`config.mk`:
```
export PLATFORM = sky130hd
export DESIGN_NAME = ads1292_sensor_top
export DESIGN_NICKNAME = d
export VERILOG_FILES = /design/src/logic/ads1292_pkg.sv /design/src/logic/ads1292_sensor_top.sv /design/src/logic/ads1292_fsm.sv /design/src/logic/spi_shift_reg.sv /design/src/logic/spi_timing.sv
export VERILOG_INCLUDE_DIRS = /design/src /design/src/logic
export SDC_FILE = /design/constraint.sdc
export NUM_CORES = 1
export LEC_CHECK = 0
export BUFFER_PORTS_ARGS = -buffer_cell sky130_fd_sc_hd__buf_2
export CAP_MARGIN = 20
export CORE_MARGIN = 1.5
export CORE_UTILIZATION = 45
export DETAILED_ROUTE_END_ITERATION = 8
export GPL_TIMING_DRIVEN = 0
export PLACE_DENSITY = 0.61
export SETUP_SLACK_MARGIN = 0.4
export SYNTH_ARGS = -nofsm -noshare
export SYNTH_HDL_FRONTEND = slang
export SYNTH_SLANG_ARGS = --single-unit
```
`constraint.sdc`:
```
create_clock -name i_clk -period 3.3 [get_ports i_clk]
set_clock_uncertainty 0.2 [all_clocks]
set_input_delay 0.165 -clock i_clk [delete_from_list [all_inputs] [get_ports i_clk]]
set_output_delay 0.165 -clock i_clk [all_outputs]
set_load 0.005 [all_outputs]
```
`src/logic/ads1292_defines.svh`:
```
`ifndef ADS1292_DEFINES_SVH
`define ADS1292_DEFINES_SVH

// ==========================================================================
// Widths
// ==========================================================================
`define ADS_BYTE_W          8
`define ADS_FRAME_W         72    // 24 status bits and two 24-bit channels
`define ADS_CTRL_W          3
`define ADS_BIT_CNT_W       7     // Holds a full frame count

// Timing in i_clk cycles
`define ADS_SCLK_HALF       4
`define ADS_RESET_CYCLES    16    // Reset pin low pulse
`define ADS_WAKE_CYCLES     32    // Chip wake after reset release

// Host control codes
`define ADS_CTRL_NONE       3'd0
`define ADS_CTRL_CMD        3'd1
`define ADS_CTRL_WREG       3'd2
`define ADS_CTRL_RREG       3'd3
`define ADS_CTRL_RDATAC     3'd4
`define ADS_CTRL_SDATAC     3'd5

// SPI opcodes. Register address goes into the low bits of WREG and RREG
`define ADS_OP_WREG         8'h40
`define ADS_OP_RREG         8'h20
`define ADS_OP_RDATAC       8'h10
`define ADS_OP_SDATAC       8'h11

`endif
```
`src/logic/ads1292_pkg.sv`:
```
`default_nettype none

`include "ads1292_defines.svh"

// ==========================================================================
// Shared types of the ADS1292 controller
// ==========================================================================
package ads1292_pkg;

	// One SPI byte on MOSI or MISO
	typedef logic [`ADS_BYTE_W-1:0] byte_t;

	// Continuous mode frame
	// Status word in the top 24 bits, then channel 1, then channel 2
	typedef logic [`ADS_FRAME_W-1:0] frame_t;

	// Host operation select
	typedef logic [`ADS_CTRL_W-1:0] ctrl_t;

	// SCLK bits left in a transfer
	typedef logic [`ADS_BIT_CNT_W-1:0] bit_cnt_t;

endpackage

`default_nettype wire

```
`src/logic/ads1292_sensor_top.sv`:
```
`default_nettype none

module ads1292_sensor_top import ads1292_pkg::*; (
	input  wire    i_clk,
	input  wire    i_arst_n,
	// Host side
	input  wire ctrl_t i_control,
	input  wire byte_t i_command,
	input  wire byte_t i_reg_addr,
	input  wire byte_t i_data_in,
	output frame_t o_data_out,
	output byte_t  o_reg_data,
	output logic   o_data_ready,   // One cycle per frame
	output logic   o_init_set,     // Continuous mode running
	output logic   o_busy,
	// ADS1292 SPI
	output logic   o_spi_clk,
	input  wire    i_spi_miso,
	output logic   o_spi_mosi,
	output logic   o_spi_cs_n,
	// ADS1292 control pins
	input  wire    i_ads_drdy_n,
	output logic   o_ads_reset_n,
	output logic   o_ads_start
);

	// ======================================================================
	// Internal connections
	// ======================================================================
	logic  xfer_start;
	logic  xfer_frame;
	logic  xfer_done;
	logic  wait_start;
	logic  wait_sel;
	logic  wait_done;
	logic  load;
	byte_t tx_byte;
	logic  reg_strobe;
	logic  rise;
	logic  fall;

	ads1292_fsm u_fsm (
		.i_clk         (i_clk),
		.i_arst_n      (i_arst_n),
		.i_control     (i_control),
		.i_command     (i_command),
		.i_reg_addr    (i_reg_addr),
		.i_data_in     (i_data_in),
		.i_ads_drdy_n  (i_ads_drdy_n),   // Synchronized inside
		.i_xfer_done   (xfer_done),
		.i_wait_done   (wait_done),
		.o_xfer_start  (xfer_start),
		.o_xfer_frame  (xfer_frame),
		.o_wait_start  (wait_start),
		.o_wait_sel    (wait_sel),
		.o_load        (load),
		.o_tx_byte     (tx_byte),
		.o_reg_strobe  (reg_strobe),
		.o_data_ready  (o_data_ready),
		.o_busy        (o_busy),
		.o_init_set    (o_init_set),
		.o_spi_cs_n    (o_spi_cs_n),
		.o_ads_reset_n (o_ads_reset_n),
		.o_ads_start   (o_ads_start)
	);

	spi_timing u_timing (
		.i_clk        (i_clk),
		.i_arst_n     (i_arst_n),
		.i_xfer_start (xfer_start),
		.i_xfer_frame (xfer_frame),
		.i_wait_start (wait_start),
		.i_wait_sel   (wait_sel),
		.o_spi_clk    (o_spi_clk),
		.o_rise       (rise),
		.o_fall       (fall),
		.o_xfer_done  (xfer_done),
		.o_wait_done  (wait_done)
	);

	spi_shift_reg u_shift (
		.i_clk          (i_clk),
		.i_arst_n       (i_arst_n),
		.i_load         (load),
		.i_tx_byte      (tx_byte),
		.i_rise         (rise),
		.i_fall         (fall),
		.i_spi_miso     (i_spi_miso),
		.o_spi_mosi     (o_spi_mosi),
		.i_reg_strobe   (reg_strobe),
		.i_frame_strobe (o_data_ready),   // Frame copy rides on the ready pulse
		.o_data_out     (o_data_out),
		.o_reg_data     (o_reg_data)
	);

endmodule

`default_nettype wire

```
`src/logic/ads1292_fsm.sv`:
```
`default_nettype none

`include "ads1292_defines.svh"

module ads1292_fsm import ads1292_pkg::*; (
	input  wire   i_clk,
	input  wire   i_arst_n,
	// Host levels
	input  wire ctrl_t i_control,
	input  wire byte_t i_command,
	input  wire byte_t i_reg_addr,
	input  wire byte_t i_data_in,
	// Chip data ready, asynchronous
	input  wire   i_ads_drdy_n,
	// Timing unit
	input  wire   i_xfer_done,
	input  wire   i_wait_done,
	output logic  o_xfer_start,
	output logic  o_xfer_frame,   // 72-bit frame instead of one byte
	output logic  o_wait_start,
	output logic  o_wait_sel,     // 0 reset pulse, 1 wake wait
	// Shift register
	output logic  o_load,
	output byte_t o_tx_byte,
	output logic  o_reg_strobe,
	output logic  o_data_ready,   // Also the frame copy strobe
	// Status and pins
	output logic  o_busy,
	output logic  o_init_set,
	output logic  o_spi_cs_n,
	output logic  o_ads_reset_n,
	output logic  o_ads_start
);

	typedef enum logic [2:0] {
		S_POR,
		S_RST_WAIT,
		S_WAKE_WAIT,
		S_IDLE,
		S_XFER,
		S_RELEASE,
		S_FRAME
	} state_t;

	state_t     state;
	ctrl_t      op_q;        // Operation in flight
	byte_t      data_q;      // WREG payload
	logic [1:0] byte_idx;    // Byte within the operation
	logic [1:0] last_idx;
	logic       stream_q;    // RDATAC mode
	logic       drdy_s1;
	logic       drdy_s2;
	logic       drdy_d;
	logic       drdy_fall;
	logic       accept;
	logic       op_known;
	byte_t      first_byte;
	byte_t      next_byte;

	// ======================================================================
	// Decode
	// ======================================================================
	assign drdy_fall = drdy_d && !drdy_s2;

	// Only SDATAC is taken in continuous mode, so a held RDATAC never repeats
	assign accept = (i_control != ctrl_t'(`ADS_CTRL_NONE)) &&
		(!stream_q || i_control == ctrl_t'(`ADS_CTRL_SDATAC));

	always_comb begin
		op_known = 1'b1;
		case (i_control)
			ctrl_t'(`ADS_CTRL_CMD):    first_byte = i_command;
			ctrl_t'(`ADS_CTRL_WREG):   first_byte = byte_t'(`ADS_OP_WREG) | i_reg_addr;
			ctrl_t'(`ADS_CTRL_RREG):   first_byte = byte_t'(`ADS_OP_RREG) | i_reg_addr;
			ctrl_t'(`ADS_CTRL_RDATAC): first_byte = byte_t'(`ADS_OP_RDATAC);
			ctrl_t'(`ADS_CTRL_SDATAC): first_byte = byte_t'(`ADS_OP_SDATAC);
			default: begin
				first_byte = '0;
				op_known   = 1'b0;   // Unused code, no transfer
			end
		endcase
	end

	// Register access is opcode, count byte, data byte
	assign last_idx = (op_q == ctrl_t'(`ADS_CTRL_WREG) || op_q == ctrl_t'(`ADS_CTRL_RREG)) ?
		2'd2 : 2'd0;

	// Count byte is zero, third byte carries WREG data or dummy zeros for RREG
	assign next_byte = (byte_idx == 2'd1 && op_q == ctrl_t'(`ADS_CTRL_WREG)) ? data_q : '0;

	assign o_init_set  = stream_q;
	assign o_ads_start = stream_q;   // Conversions run only in continuous mode

	// ======================================================================
	// Sequencer
	// ======================================================================
	always_ff @(posedge i_clk or negedge i_arst_n) begin
		if (!i_arst_n) begin
			state         <= S_POR;
			op_q          <= ctrl_t'(`ADS_CTRL_NONE);
			data_q        <= '0;
			byte_idx      <= '0;
			stream_q      <= 1'b0;
			drdy_s1       <= 1'b1;   // DRDY idles high
			drdy_s2       <= 1'b1;
			drdy_d        <= 1'b1;
			o_xfer_start  <= 1'b0;
			o_xfer_frame  <= 1'b0;
			o_wait_start  <= 1'b0;
			o_wait_sel    <= 1'b0;
			o_load        <= 1'b0;
			o_tx_byte     <= '0;
			o_reg_strobe  <= 1'b0;
			o_data_ready  <= 1'b0;
			o_busy        <= 1'b1;   // Busy through power-up
			o_spi_cs_n    <= 1'b1;
			o_ads_reset_n <= 1'b0;   // Chip held in reset
		end else begin
			drdy_s1 <= i_ads_drdy_n;
			drdy_s2 <= drdy_s1;
			drdy_d  <= drdy_s2;
			// One-cycle pulses
			o_xfer_start <= 1'b0;
			o_wait_start <= 1'b0;
			o_load       <= 1'b0;
			o_reg_strobe <= 1'b0;
			o_data_ready <= 1'b0;
			case (state)
				S_POR: begin
					o_wait_start <= 1'b1;
					o_wait_sel   <= 1'b0;
					state        <= S_RST_WAIT;
				end
				S_RST_WAIT: if (i_wait_done) begin
					o_ads_reset_n <= 1'b1;
					o_wait_start  <= 1'b1;
					o_wait_sel    <= 1'b1;
					state         <= S_WAKE_WAIT;
				end
				S_WAKE_WAIT: if (i_wait_done) begin
					o_busy <= 1'b0;
					state  <= S_IDLE;
				end
				S_IDLE: begin
					if (accept) begin
						o_busy   <= 1'b1;
						op_q     <= i_control;
						data_q   <= i_data_in;
						byte_idx <= '0;
						if (op_known) begin
							o_spi_cs_n   <= 1'b0;
							o_load       <= 1'b1;
							o_tx_byte    <= first_byte;
							o_xfer_start <= 1'b1;
							o_xfer_frame <= 1'b0;
							state        <= S_XFER;
						end else begin
							state <= S_RELEASE;
						end
					end else if (stream_q && drdy_fall &&
						i_control == ctrl_t'(`ADS_CTRL_NONE)) begin
						o_busy       <= 1'b1;    // Blocks the host for the frame
						o_spi_cs_n   <= 1'b0;
						o_load       <= 1'b1;
						o_tx_byte    <= '0;      // MOSI low while reading data
						o_xfer_start <= 1'b1;
						o_xfer_frame <= 1'b1;
						state        <= S_FRAME;
					end
				end
				S_XFER: if (i_xfer_done) begin
					if (byte_idx == last_idx) begin
						o_spi_cs_n   <= 1'b1;
						o_reg_strobe <= (op_q == ctrl_t'(`ADS_CTRL_RREG));
						if (op_q == ctrl_t'(`ADS_CTRL_RDATAC)) begin
							stream_q <= 1'b1;
							o_busy   <= 1'b0;   // No wait for release here
							state    <= S_IDLE;
						end else begin
							if (op_q == ctrl_t'(`ADS_CTRL_SDATAC))
								stream_q <= 1'b0;
							state <= S_RELEASE;
						end
					end else begin
						byte_idx     <= byte_idx + 2'd1;   // CS stays low
						o_load       <= 1'b1;
						o_tx_byte    <= next_byte;
						o_xfer_start <= 1'b1;
					end
				end
				S_RELEASE: if (i_control == ctrl_t'(`ADS_CTRL_NONE)) begin
					o_busy <= 1'b0;
					state  <= S_IDLE;
				end
				S_FRAME: if (i_xfer_done) begin
					o_spi_cs_n   <= 1'b1;
					o_data_ready <= 1'b1;
					o_busy       <= 1'b0;
					state        <= S_IDLE;
				end
				default: state <= S_IDLE;
			endcase
		end
	end

endmodule

`default_nettype wire

```
`src/logic/spi_shift_reg.sv`:
```
`default_nettype none

`include "ads1292_defines.svh"

module spi_shift_reg import ads1292_pkg::*; (
	input  wire    i_clk,
	input  wire    i_arst_n,
	// Transmit side
	input  wire    i_load,
	input  wire byte_t i_tx_byte,
	// Edge pulses from the timing unit
	input  wire    i_rise,
	input  wire    i_fall,
	// SPI pins
	input  wire    i_spi_miso,
	output logic   o_spi_mosi,
	// Capture strobes
	input  wire    i_reg_strobe,
	input  wire    i_frame_strobe,
	output frame_t o_data_out,
	output byte_t  o_reg_data
);

	byte_t  tx_sr;    // Next bits to send, MSB first
	frame_t rx_sr;    // MISO bits, newest in bit 0
	frame_t data_q;   // Last captured frame

	// ======================================================================
	// MOSI
	// ======================================================================
	// Pin changes together with the rising SCLK edge
	always_ff @(posedge i_clk or negedge i_arst_n) begin
		if (!i_arst_n)
			o_spi_mosi <= 1'b0;
		else if (i_rise)
			o_spi_mosi <= tx_sr[`ADS_BYTE_W-1];
	end

	always_ff @(posedge i_clk) begin
		if (i_load)
			tx_sr <= i_tx_byte;
		else if (i_rise)
			tx_sr <= {tx_sr[`ADS_BYTE_W-2:0], 1'b0};   // Zeros follow the byte
	end

	// ======================================================================
	// MISO
	// ======================================================================
	// Sampled on the cycle SCLK falls
	always_ff @(posedge i_clk) begin
		if (i_fall)
			rx_sr <= {rx_sr[`ADS_FRAME_W-2:0], i_spi_miso};
	end

	// Read byte is the last one shifted in
	always_ff @(posedge i_clk) begin
		if (i_reg_strobe)
			o_reg_data <= rx_sr[`ADS_BYTE_W-1:0];
	end

	always_ff @(posedge i_clk) begin
		if (i_frame_strobe)
			data_q <= rx_sr;
	end

	// Fresh frame visible in the strobe cycle itself
	// rx_sr holds still until the next transfer starts
	assign o_data_out = i_frame_strobe ? rx_sr : data_q;

endmodule

`default_nettype wire

```
`src/logic/spi_timing.sv`:
```
`default_nettype none

`include "ads1292_defines.svh"

module spi_timing import ads1292_pkg::*; (
	input  wire  i_clk,
	input  wire  i_arst_n,
	input  wire  i_xfer_start,
	input  wire  i_xfer_frame,   // 72 bits, else 8
	input  wire  i_wait_start,
	input  wire  i_wait_sel,     // 0 reset pulse, 1 wake wait
	output logic o_spi_clk,
	output logic o_rise,         // SCLK rises on the next edge
	output logic o_fall,         // SCLK falls on the next edge
	output logic o_xfer_done,
	output logic o_wait_done
);

	logic       xfer_active;
	logic       trail;         // Last fall done, CS tail half running
	logic [7:0] half_cnt;
	bit_cnt_t   bits_left;
	logic       sclk_q;
	logic       half_tick;
	logic       wait_active;
	logic [7:0] wait_cnt;

	// ======================================================================
	// SCLK generation
	// ======================================================================
	assign half_tick   = xfer_active && (half_cnt == 8'(`ADS_SCLK_HALF - 1));
	assign o_rise      = half_tick && !trail && !sclk_q;
	assign o_fall      = half_tick && !trail && sclk_q;
	assign o_xfer_done = half_tick && trail;
	assign o_spi_clk   = sclk_q;

	always_ff @(posedge i_clk or negedge i_arst_n) begin
		if (!i_arst_n) begin
			xfer_active <= 1'b0;
			trail       <= 1'b0;
			half_cnt    <= '0;
			bits_left   <= '0;
			sclk_q      <= 1'b0;   // Mode 1 idles low
		end else if (i_xfer_start) begin
			xfer_active <= 1'b1;
			trail       <= 1'b0;
			half_cnt    <= 8'd1;   // Start request cycle counts toward the lead half
			bits_left   <= i_xfer_frame ? bit_cnt_t'(`ADS_FRAME_W) : bit_cnt_t'(`ADS_BYTE_W);
			sclk_q      <= 1'b0;
		end else if (xfer_active) begin
			if (half_tick) begin
				half_cnt <= '0;
				if (trail) begin
					xfer_active <= 1'b0;
				end else begin
					sclk_q <= ~sclk_q;
					if (sclk_q) begin   // Falling edge ends a bit
						bits_left <= bits_left - bit_cnt_t'(1);
						if (bits_left == bit_cnt_t'(1))
							trail <= 1'b1;
					end
				end
			end else begin
				half_cnt <= half_cnt + 8'd1;
			end
		end
	end

	// ======================================================================
	// Power-up waits
	// ======================================================================
	// Load is two short for the request and response cycles in the FSM
	always_ff @(posedge i_clk or negedge i_arst_n) begin
		if (!i_arst_n) begin
			wait_active <= 1'b0;
			wait_cnt    <= '0;
		end else if (i_wait_start) begin
			wait_active <= 1'b1;
			wait_cnt    <= i_wait_sel ? 8'(`ADS_WAKE_CYCLES - 2) : 8'(`ADS_RESET_CYCLES - 2);
		end else if (wait_active) begin
			if (wait_cnt == '0)
				wait_active <= 1'b0;
			else
				wait_cnt <= wait_cnt - 8'd1;
		end
	end

	assign o_wait_done = wait_active && (wait_cnt == '0);

endmodule

`default_nettype wire

```
After elaboration in Yosys (flattened, before gate mapping)
Index checks and enable logic that the tools add are counted.
{ "word_totals": {"ff_bits": 225, "mem_bits_rw": 0, "input_bits": 31, "elab_cells": 207, "rom_bits": 0, "memories": 0, "latchBits": 0} }
{ "op_classes": {"mux": 92, "n_mul": 0, "n_lt_le_gt_ge": 0, "eq_ne": 33, "bitwise": 1, "shift": 0, "n_reduce_logical": 47, "addsub": 4, "div": 0} }
{ "ops": {"columns": ["cell", "n"], "rows": [
  ["8-bit two-way mux", 14],
  ["72-bit two-way mux", 1],
  ["1-bit two-way mux", 48],
  ["7-bit two-way mux", 6],
  ["8-bit one-hot mux with 5 select lines", 1],
  ["3-bit two-way mux", 9],
  ["3-bit == test (second input constant)", 7],
  ["3-bit one-hot mux with 7 select lines", 1],
  ["3-bit by 2-bit == test with 1-bit output (second input constant)", 6],
  ["2-bit nonzero test", 9],
  ["2-bit by 1-bit inequality test with 1-bit output (second input constant)", 8],
  ["8-bit one-hot mux with 2 select lines", 1],
  ["4-bit AND reduction", 3],
  ["1-bit logical AND", 11],
  ["2-bit AND reduction", 5],
  ["8-bit by 1-bit adder with 8-bit output (second input constant)", 1],
  ["8-bit by 2-bit == test with 1-bit output (second input constant)", 1],
  ["8-bit zero test", 1],
  ["2-bit two-way mux", 4],
  ["2-bit inequality test (second input constant)", 4],
  ["8-bit AND reduction", 1],
  ["8-bit by 1-bit subtractor with 8-bit output (second input constant)", 1],
  ["7-bit by 1-bit == test with 1-bit output (second input constant)", 1],
  ["7-bit AND reduction", 1],
  ["other kinds (22)", 32]
]} }

Depth between registers and ports, before layout
Gate-level depths: netlist of the first run.
{ "depth": {"ltp_word": 7, "depth_mapped": 7} }

Hierarchy
Synthesis of the first run repeated with hierarchy kept, for this count alone.
{ "hier_totals": {"cells_unflattened": 574, "area_unflattened_um2": 8886.0} }
{ "by_module_without_submodules": {"columns": ["mod", "area_per_inst_um2", "cells_each", "instances", "seq_area_each_um2"], "rows": [
  ["spi_shift_reg", 5441.5, 252, 1, 4108.9],
  ["ads1292_fsm", 1964.4, 174, 1, 932.1],
  ["spi_timing", 1480.2, 148, 1, 675.6]
]} }

Least setup slack after synthesis of the first run
No wires, ideal clock.
{ "synth_timing": {"path_kind": "flip-flop to flip-flop", "start": "reg u_timing.half_cnt[0]", "end": "reg u_timing.bits_left[6]", "t_required_ps": 3023, "setup_ps": 77, "arrival_ps": 2434, "period_less_slack_ps": 2711, "slack_ps": 589, "n_path_buf": 1, "stages_incl_launch_ff": 8, "cell_sequence": "dfrtp_1 ha_1 and4bb_1 and4b_1 buf_2 nand3_1 xor2_1 o21ai_1"} }
{ "synth_between": {"elab_chain_len": 4} }
{ "synth_lines": {"columns": ["item", "line", "rtl"], "rows": [
  ["from (decl)", "spi_timing.sv:21", "logic [7:0] half_cnt;"],
  ["from (signal assigned)", "spi_timing.sv:64", "half_cnt <= half_cnt + 8'd1;"],
  ["8-bit by 2-bit == test with 1-bit output", "spi_timing.sv:31", "assign half_tick = xfer_active && (half_cnt == 8'(`ADS_SCLK_HALF - 1));"],
  ["1-bit logical AND", "spi_timing.sv:31", null],
  ["2-bit nonzero test (no source line)", null, null],
  ["4-bit AND reduction (no source line)", null, null],
  ["to (signal assigned)", "spi_timing.sv:48", "bits_left <= i_xfer_frame ? bit_cnt_t'(`ADS_FRAME_W) : bit_cnt_t'(`ADS_BYTE_W);"],
  ["to (signal assigned)", "spi_timing.sv:58", "bits_left <= bits_left - bit_cnt_t'(1);"],
  ["to (decl)", "spi_timing.sv:22", "bit_cnt_t bits_left;"]
]} }
Every way passes these cells.
A chain may end at the register's enable or synchronous reset.

Worst setup path in the final report of the first run
{ "layout_timing": {"start": "reg u_fsm.o_data_ready", "end": "out o_data_out[1]"} }
{ "layout_between": {"elab_chain_len": 1} }
{ "layout_lines": {"columns": ["item", "line", "rtl"], "rows": [
  ["from (decl)", "ads1292_fsm.sv:26", "output logic o_data_ready,"],
  ["from (signal assigned)", "ads1292_fsm.sv:114", "o_data_ready <= 1'b0;"],
  ["from (signal assigned)", "ads1292_fsm.sv:127", "o_data_ready <= 1'b0;"],
  ["from (signal assigned)", "ads1292_fsm.sv:197", "o_data_ready <= 1'b1;"],
  ["72-bit two-way mux", "spi_shift_reg.sv:68", "assign o_data_out = i_frame_strobe ? rx_sr : data_q;"],
  ["to (decl)", "ads1292_sensor_top.sv:11", "output frame_t o_data_out,"]
]} }
Every way passes these cells.

==> run metrics, run 1 <==
CTS buffer count 24; die area 19500 um^2; P&R area growth vs syn 23.2%; sequential element share of the synthesized area 68.2%; largest net degree at the start of global routing 71; CTS H-tree lvls 1; total negative slack 0 ns; most frequent cell after synthesis mux2_2; vias in the first global route 5076; share of cells above drive strength 1 37.1%; Final Cell Area 10300 um^2; Tightest Pin Transition 0.954 ns; max cap viols 0; failing checks DRC; gr usage total 16.1%; Leak 4.41 nW; num rows 49; routed length per placed instance 15.9 um; main combinational cell family by area after synthesis multiplexers; global route overflow 0; post-synthesis register bit count 225; FF/Latch Area 5720 um^2; Vias/cell 5.08; DR iter-0 viols 294; GP Congestion 0.817; postcts setup bufs 0; mux cell area share after synthesis 13.5%; RSZ-0062 raised after global routing no; Worst-path clk slew 0.06 ns; Syn Nets 603; Via Count 4995; core region area 18100 um^2; final worst-path cycle share 79.9%; die height 140 um; footprint of the multi-input gates 2500 um^2; Slew Limit Fails 0; nets 774; synth warn 0; worst-path fanout max 10; Synth Area in XOR/XNOR 1.78%; arrival time at the worst endpoint 2.27 ns; CP Capture Type primary output; Pwr per Cell Area 541 nW/um^2; TritonCTS clock tree built; cell count after synthesis 566; status finished, violations left; critical path type flop to primary output; first-pass GRT wire length 25700 um; Post-Synth Adder-Cell Area 0.895%; final critical-path required period 2.64 ns; Max Fclk 379 MHz; DP Wirelength 10000 um; synth unique cells 75; later-pin clock latency in the skew report 0.51 ns; Layout fillers 1463; number of synthesized flops with an enable pin 88; placed instance area 9290 um^2; initial antenna violation count 0; Most used DFF post-synth edfxtp_1; leading cell types by count after synthesis mux2_2 (91), edfxtp_1 (88), dfxtp_1 (72); worst hold-check path type input pin to flop; Die Width 140 um; Mean Syn Cell Area 14.8 um^2; ys async rst share 28.9%; clk sinks 225; Port-buffer cells 117; root buffer cell clkbuf_16; Mapped Area 8390 um^2; CP Launch Type flop; CTS max path bufs 3; DRT Wirelength 15600 um; Final setup viols 0; Worst EP required 2.93 ns; Synth area leaders edfxtp_1 (32%), dfrtp_1 (18%), dfxtp_1 (17%), mux2_2 (12%), dfstp_2 (1.6%); post-synth top area share 31.5%; worst vdd ir 388 uV; first-pass iteration count of the detailed router 6; Synth Area in Simple Gates 8.09%; # IOs 119; Synth Area in Compound Gates 5.52%; biggest area consumer among synthesized cells edfxtp_1; DRC 10; Routed Antenna Nets 0; max_slew headroom 35.9%; antenna cells 0; final hold violation count 0; Starting Density 46.2%
cell usage in the layout, fill, tap and decap left out, types with 6 or more instances in the layout:
master	n
buf_2	120
mux2_2	91
edfxtp_1	88
dfxtp_1	72
dfrtp_1	60
nor2_1	30
dlygate4sd3_1	27
clkbuf_16	24
inv_1	18
clkbuf_1	17
nand2_1	17
a21oi_1	17
nand3_1	10
xor2_1	10
o21ai_0	9
nor4_1	8
xnor2_1	7
mux2i_1	7
nand3b_1	6
nand2b_1	6
ha_1	6
sequential cells by signal (all words and copies together), names as in the netlist, 7 cells and up:
signal	cells
u_fsm.o_tx_byte	8
u_timing.wait_cnt	8
u_shift.rx_sr	72
u_timing.bits_left	7
u_shift.tx_sr	8
u_shift.o_reg_data	8
u_timing.half_cnt	8
u_shift.data_q	72
u_fsm.data_q	8
worst max-delay path, stage by stage (launching register included):
cell	delay, ns
dfrtp_1	0.38
clkbuf_2	0.31
clkbuf_1	0.51
mux2_2	0.43
buf_2	0.14
power by group:
part	leakage, nW	total, mW	switching (mW)	internal (mW)
clock	0.381	2.57	1.05	1.53
sequential	2.13	2.91	0.0117	2.90
combinational	1.90	0.113	0.0535	0.0592
total	4.41	5.59	1.11	4.48
layer usage:
| metal | routed length, um | track usage [%] | up-vias |
|---|---|---|---|
| met1 | 7260 | 22.3 | 2441 |
| met5 | 0 | 0 | - |
| met3 | 888 | 3.30 | 25 |
| met2 | 7200 | 26.2 | 129 |
| met4 | 271 | 4.09 | 0 |
| li1 | - | - | 2400 |
timing repair:
action / 4_1_cts / 5_1_grt
gates resized for setup: 1 / 0
hold buffers: 27 / 0
hold endpoints to repair: 80 / 0
endpoints found under the setup margin: 26 / 0
path summary, 6_finish.rpt:
kind,end,depth (start not counted),slack (ns),startpoint
setup / recovery,o_data_out[1],4,0.66,u_fsm.o_data_ready
hold / removal,u_fsm.o_tx_byte[6],5,0.03,i_command[6]
setup reg to reg,u_fsm.o_tx_byte[5],7,0.74,u_fsm.state[2]
hold reg to reg,u_fsm.drdy_d,0,0.17,u_fsm.drdy_s2
max in group asynchronous,u_fsm.state[0],2,2.25,i_arst_n
min in group asynchronous,u_fsm.data_q[6],2,0.10,i_arst_n
stage by stage:
| step | hold slack, ns | cells | utilization, % | total power, mW | setup WS (ns) |
|---|---|---|---|---|---|
| final | 0.0281 | 984 | 56.9 | 5.59 | 0.662 |
| after detailed placement | 0.0798 | 913 | 51.2 | 3.05 | 0.884 |
| after global placement | 0.0735 | 912 | 51.0 | 3.05 | 0.0182 |
| after floorplan | -0.331 | 566 | - | 3.00 | 0.589 |
| after global routing | 0.0481 | 984 | 56.9 | 5.79 | 0.507 |
| after CTS | 0.0123 | 984 | 56.9 | 5.67 | 0.607 |
cells by family (layout without fill, tap and decap cells):
group,count (synthesis),after routing
multiplexers,101,101
flip-flops,225,225
AND/OR/NAND/NOR,115,115
adder cells (fa/ha/maj),6,6
AO/OA/AOI/OAI,62,62
buffers and inverters,40,229
XOR/XNOR,17,17
cell type report:
cell class / count / share of cell area [%]
timing repair buffer: 145 / 8.57
clock inverter: 11 / 0.824
tap: 229 / 2.77
multi-input combinational: 301 / 24.2
buffer: 22 / 1.01
clock buffer: 33 / 6.62
sequential: 225 / 55.3
inverter: 18 / 0.654
No activity file was read; power rests on OpenSTA's default activity.
==> inputs of run 2 (changes only) <==
Clock period 3.3 ns to 2.5 ns, I/O delays scaled along.
==> run 2 against run 1 <==
Compared with the run above: the run still ends with DRC left; register-to-register slack lost 0.39 ns; power increased by 30%; first-iteration DRC count fell by 13%; sequential share of layout area down 2.0 points; clock power rose by 27%; highest routed layer unchanged.
==> run metrics, run 2 (synthesis results as in run 1) <==
core region area 18100 um^2 (unchanged); Hold EP u_fsm.o_tx_byte[0] (was u_fsm.o_tx_byte[6]); # IOs 119 (unchanged); first-pass GRT wire length 26700 um (was 25700 um); final hold violation count 0 (unchanged); WHS Path Cells 5 (unchanged); CP Launch Type flop (unchanged); final worst-path cycle share 85.8%; failing checks DRC (unchanged); worst vdd ir 549 uV (was 388 uV); Final setup viols 0 (unchanged); most common cell after layout, fill and taps aside buf_2 (unchanged); Worst-path clk slew 0.06 ns (about the same); worst path buffer plus inverter count 0 (was 3); DRC 8 (was 10); Crit-path slowest cell dfrtp_1 (was clkbuf_1); P&R area growth vs syn 27.9% (was 23.2%); Routed Antenna Nets 0 (unchanged); Worst EP required 2.68 ns (was 2.93 ns); Starting Density 46.2% (unchanged); DR iter-0 viols 256 (was 294); nets 800 (was 774); arrival time at the worst endpoint 2.33 ns (was 2.27 ns); clk sinks 225 (unchanged); most frequent cells in the layout buf_2 (119), mux2_2 (91), edfxtp_1 (88) (was buf_2 (120), mux2_2 (91), edfxtp_1 (88)); max_slew headroom 42.7% (was 35.9%); antenna cells 0 (unchanged); gr usage total 16.8% (was 16.1%); DRT Wirelength 16300 um (was 15600 um); GP Congestion 0.808 (was 0.817); # placed instances 912 (was 913); routed length per placed instance 16.2 um (was 15.9 um); CP top delay family simple AND/OR/NAND/NOR gates (was buffers and inverters); placed instance area 9270 um^2 (was 9290 um^2); Via Count 5145 (was 4995); die area 19500 um^2 (unchanged); Die Width 140 um (unchanged); worst hold-check path type input pin to flop (unchanged); initial antenna violation count 0 (unchanged); total negative slack 0 ns (unchanged); CTS H-tree lvls 1 (unchanged); pre-CTS setup slack 0.0685 ns (was 0.884 ns); Final Cell Area 10700 um^2 (was 10300 um^2); Vias/cell 5.10 (was 5.08); max cap viols 0 (unchanged); Leak 4.58 nW (was 4.41 nW); Port-buffer cells 117 (unchanged); setup ws final 0.354 ns (was 0.662 ns); Tightest Pin Transition 0.860 ns (was 0.954 ns); later-pin clock latency in the skew report 0.51 ns (about the same); DP Wirelength 10300 um (was 10000 um); Reg-to-Reg Start u_timing.half_cnt[1] (was u_fsm.state[2]); Pwr per Cell Area 676 nW/um^2 (was 541 nW/um^2); cell breakdown of the critical path ha_2 > and4bb_2 > nand3_4 > o31ai_4 > and4_1 > mux2_4 (was clkbuf_2 > clkbuf_1 > mux2_2 > buf_2); largest registers u_shift.data_q: 72 flops, u_shift.rx_sr: 72 flops (unchanged); num rows 49 (unchanged); Max Fclk 466 MHz; TritonCTS clock tree built (unchanged); worst-path fanout max 4 (was 10); total power 7.26 mW (was 5.59 mW); root buffer cell clkbuf_16 (unchanged); CTS max path bufs 3 (unchanged); final critical-path required period 2.15 ns; global route overflow 0 (unchanged); CP Capture Type flop (was primary output); share of cells above drive strength 1 40.8% (was 37.1%); RSZ-0062 raised after global routing yes (was no); status finished, violations left (unchanged); critical path type flop to flop (was flop to primary output); capturing point of the worst reg2reg path u_fsm.state[0] (was u_fsm.o_tx_byte[5]); vias in the first global route 5202 (was 5076); post-route insts no fill 1009 (was 984); CTS buffer count 24 (unchanged); hold wc startpoint i_reg_addr[0] (was i_command[6]); die height 140 um (unchanged); R2R depth 6 (was 7); FF-to-FF setup slack 0.35 ns (was 0.74 ns); max incr delay on CP 0.36 ns (was 0.51 ns); Slew Limit Fails 0 (unchanged); first-pass iteration count of the detailed router 8 (was 6); largest net degree at the start of global routing 66 (was 71)
-- run 2: cell types whose count changed in the layout (fill, tap and decap cells not counted), moves of 2 or more --
cell           change
buf_4             +19
buf_6              +2
buf_8              +2
clkbuf_8           +7
clkinv_1           -4
clkinv_2           -4
dlygate4sd3_1      +2
ha_1               -2
nor3_1             -2
-- run 2: layout make-up --
class	instances	area (um^2)
Tap cell	229	287
Multi-Input combinational cell	301	2600
Sequential cell	225	5720
Buffer	22	203
Fill cell	1454	7420
Inverter	18	67.6
Timing Repair Buffer	171	1120
Clock buffer	41	714
Clock inverter	2	20.0
-- run 2: worst max path at each step --
stage                         start  slack (ns)               endpoint  cells past startpoint
4_1_cts        u_timing.half_cnt[6]        0.30         u_fsm.state[0]                      6
6_report       u_timing.half_cnt[1]        0.35         u_fsm.state[0]                      6
2_1_floorplan  u_timing.half_cnt[0]        0.40  u_timing.bits_left[6]                      7
3_5_place_dp   u_timing.half_cnt[4]        0.07  u_timing.bits_left[5]                      6
3_3_place_gp   u_timing.half_cnt[0]        0.11  u_timing.bits_left[6]                      7
5_1_grt        u_timing.half_cnt[1]        0.29         u_fsm.state[0]                      7
-- run 2: worst register-to-register path: stages (launching register included) --
cell      delay (ns)
dfrtp_1         0.36
ha_2            0.20
and4bb_2        0.31
nand3_4         0.10
o31ai_4         0.29
and4_1          0.27
mux2_4          0.30
-- run 2: what timing repair did --
item / 4_1_cts / 5_1_grt
setup buffers: 14 / 9
cloned: 2 / 0
hold buffers: 29 / 0
pin swaps: 8 / 5
setup endpoints to repair: 244 / 127
endpoints found under the hold margin: 85 / 0
resized for setup: 36 / 17
-- run 2: through the flow --
stage          hold slack, ns  util [%]
2_1_floorplan          -0.371         -
3_3_place_gp           0.0329      51.1
3_5_place_dp           0.0319      51.1
4_1_cts                0.0102      58.3
5_1_grt                0.0419      59.1
6_report               0.0248      59.1
-- run 2: power breakdown --
part	switching, mW	internal, mW
registers	0.0154	3.82
logic	0.0711	0.0803
clock network	1.33	1.93
-- run 2: routing by layer --
layer / vias to the layer above / wire (um) / global-route usage [%]
li1: 2458 / - / -
met1: 2536 / 7340 / 22.8
met2: 128 / 7780 / 27.6
met3: 23 / 900 / 3.68
met4: 0 / 286 / 4.37
met5: - / 0 / 0
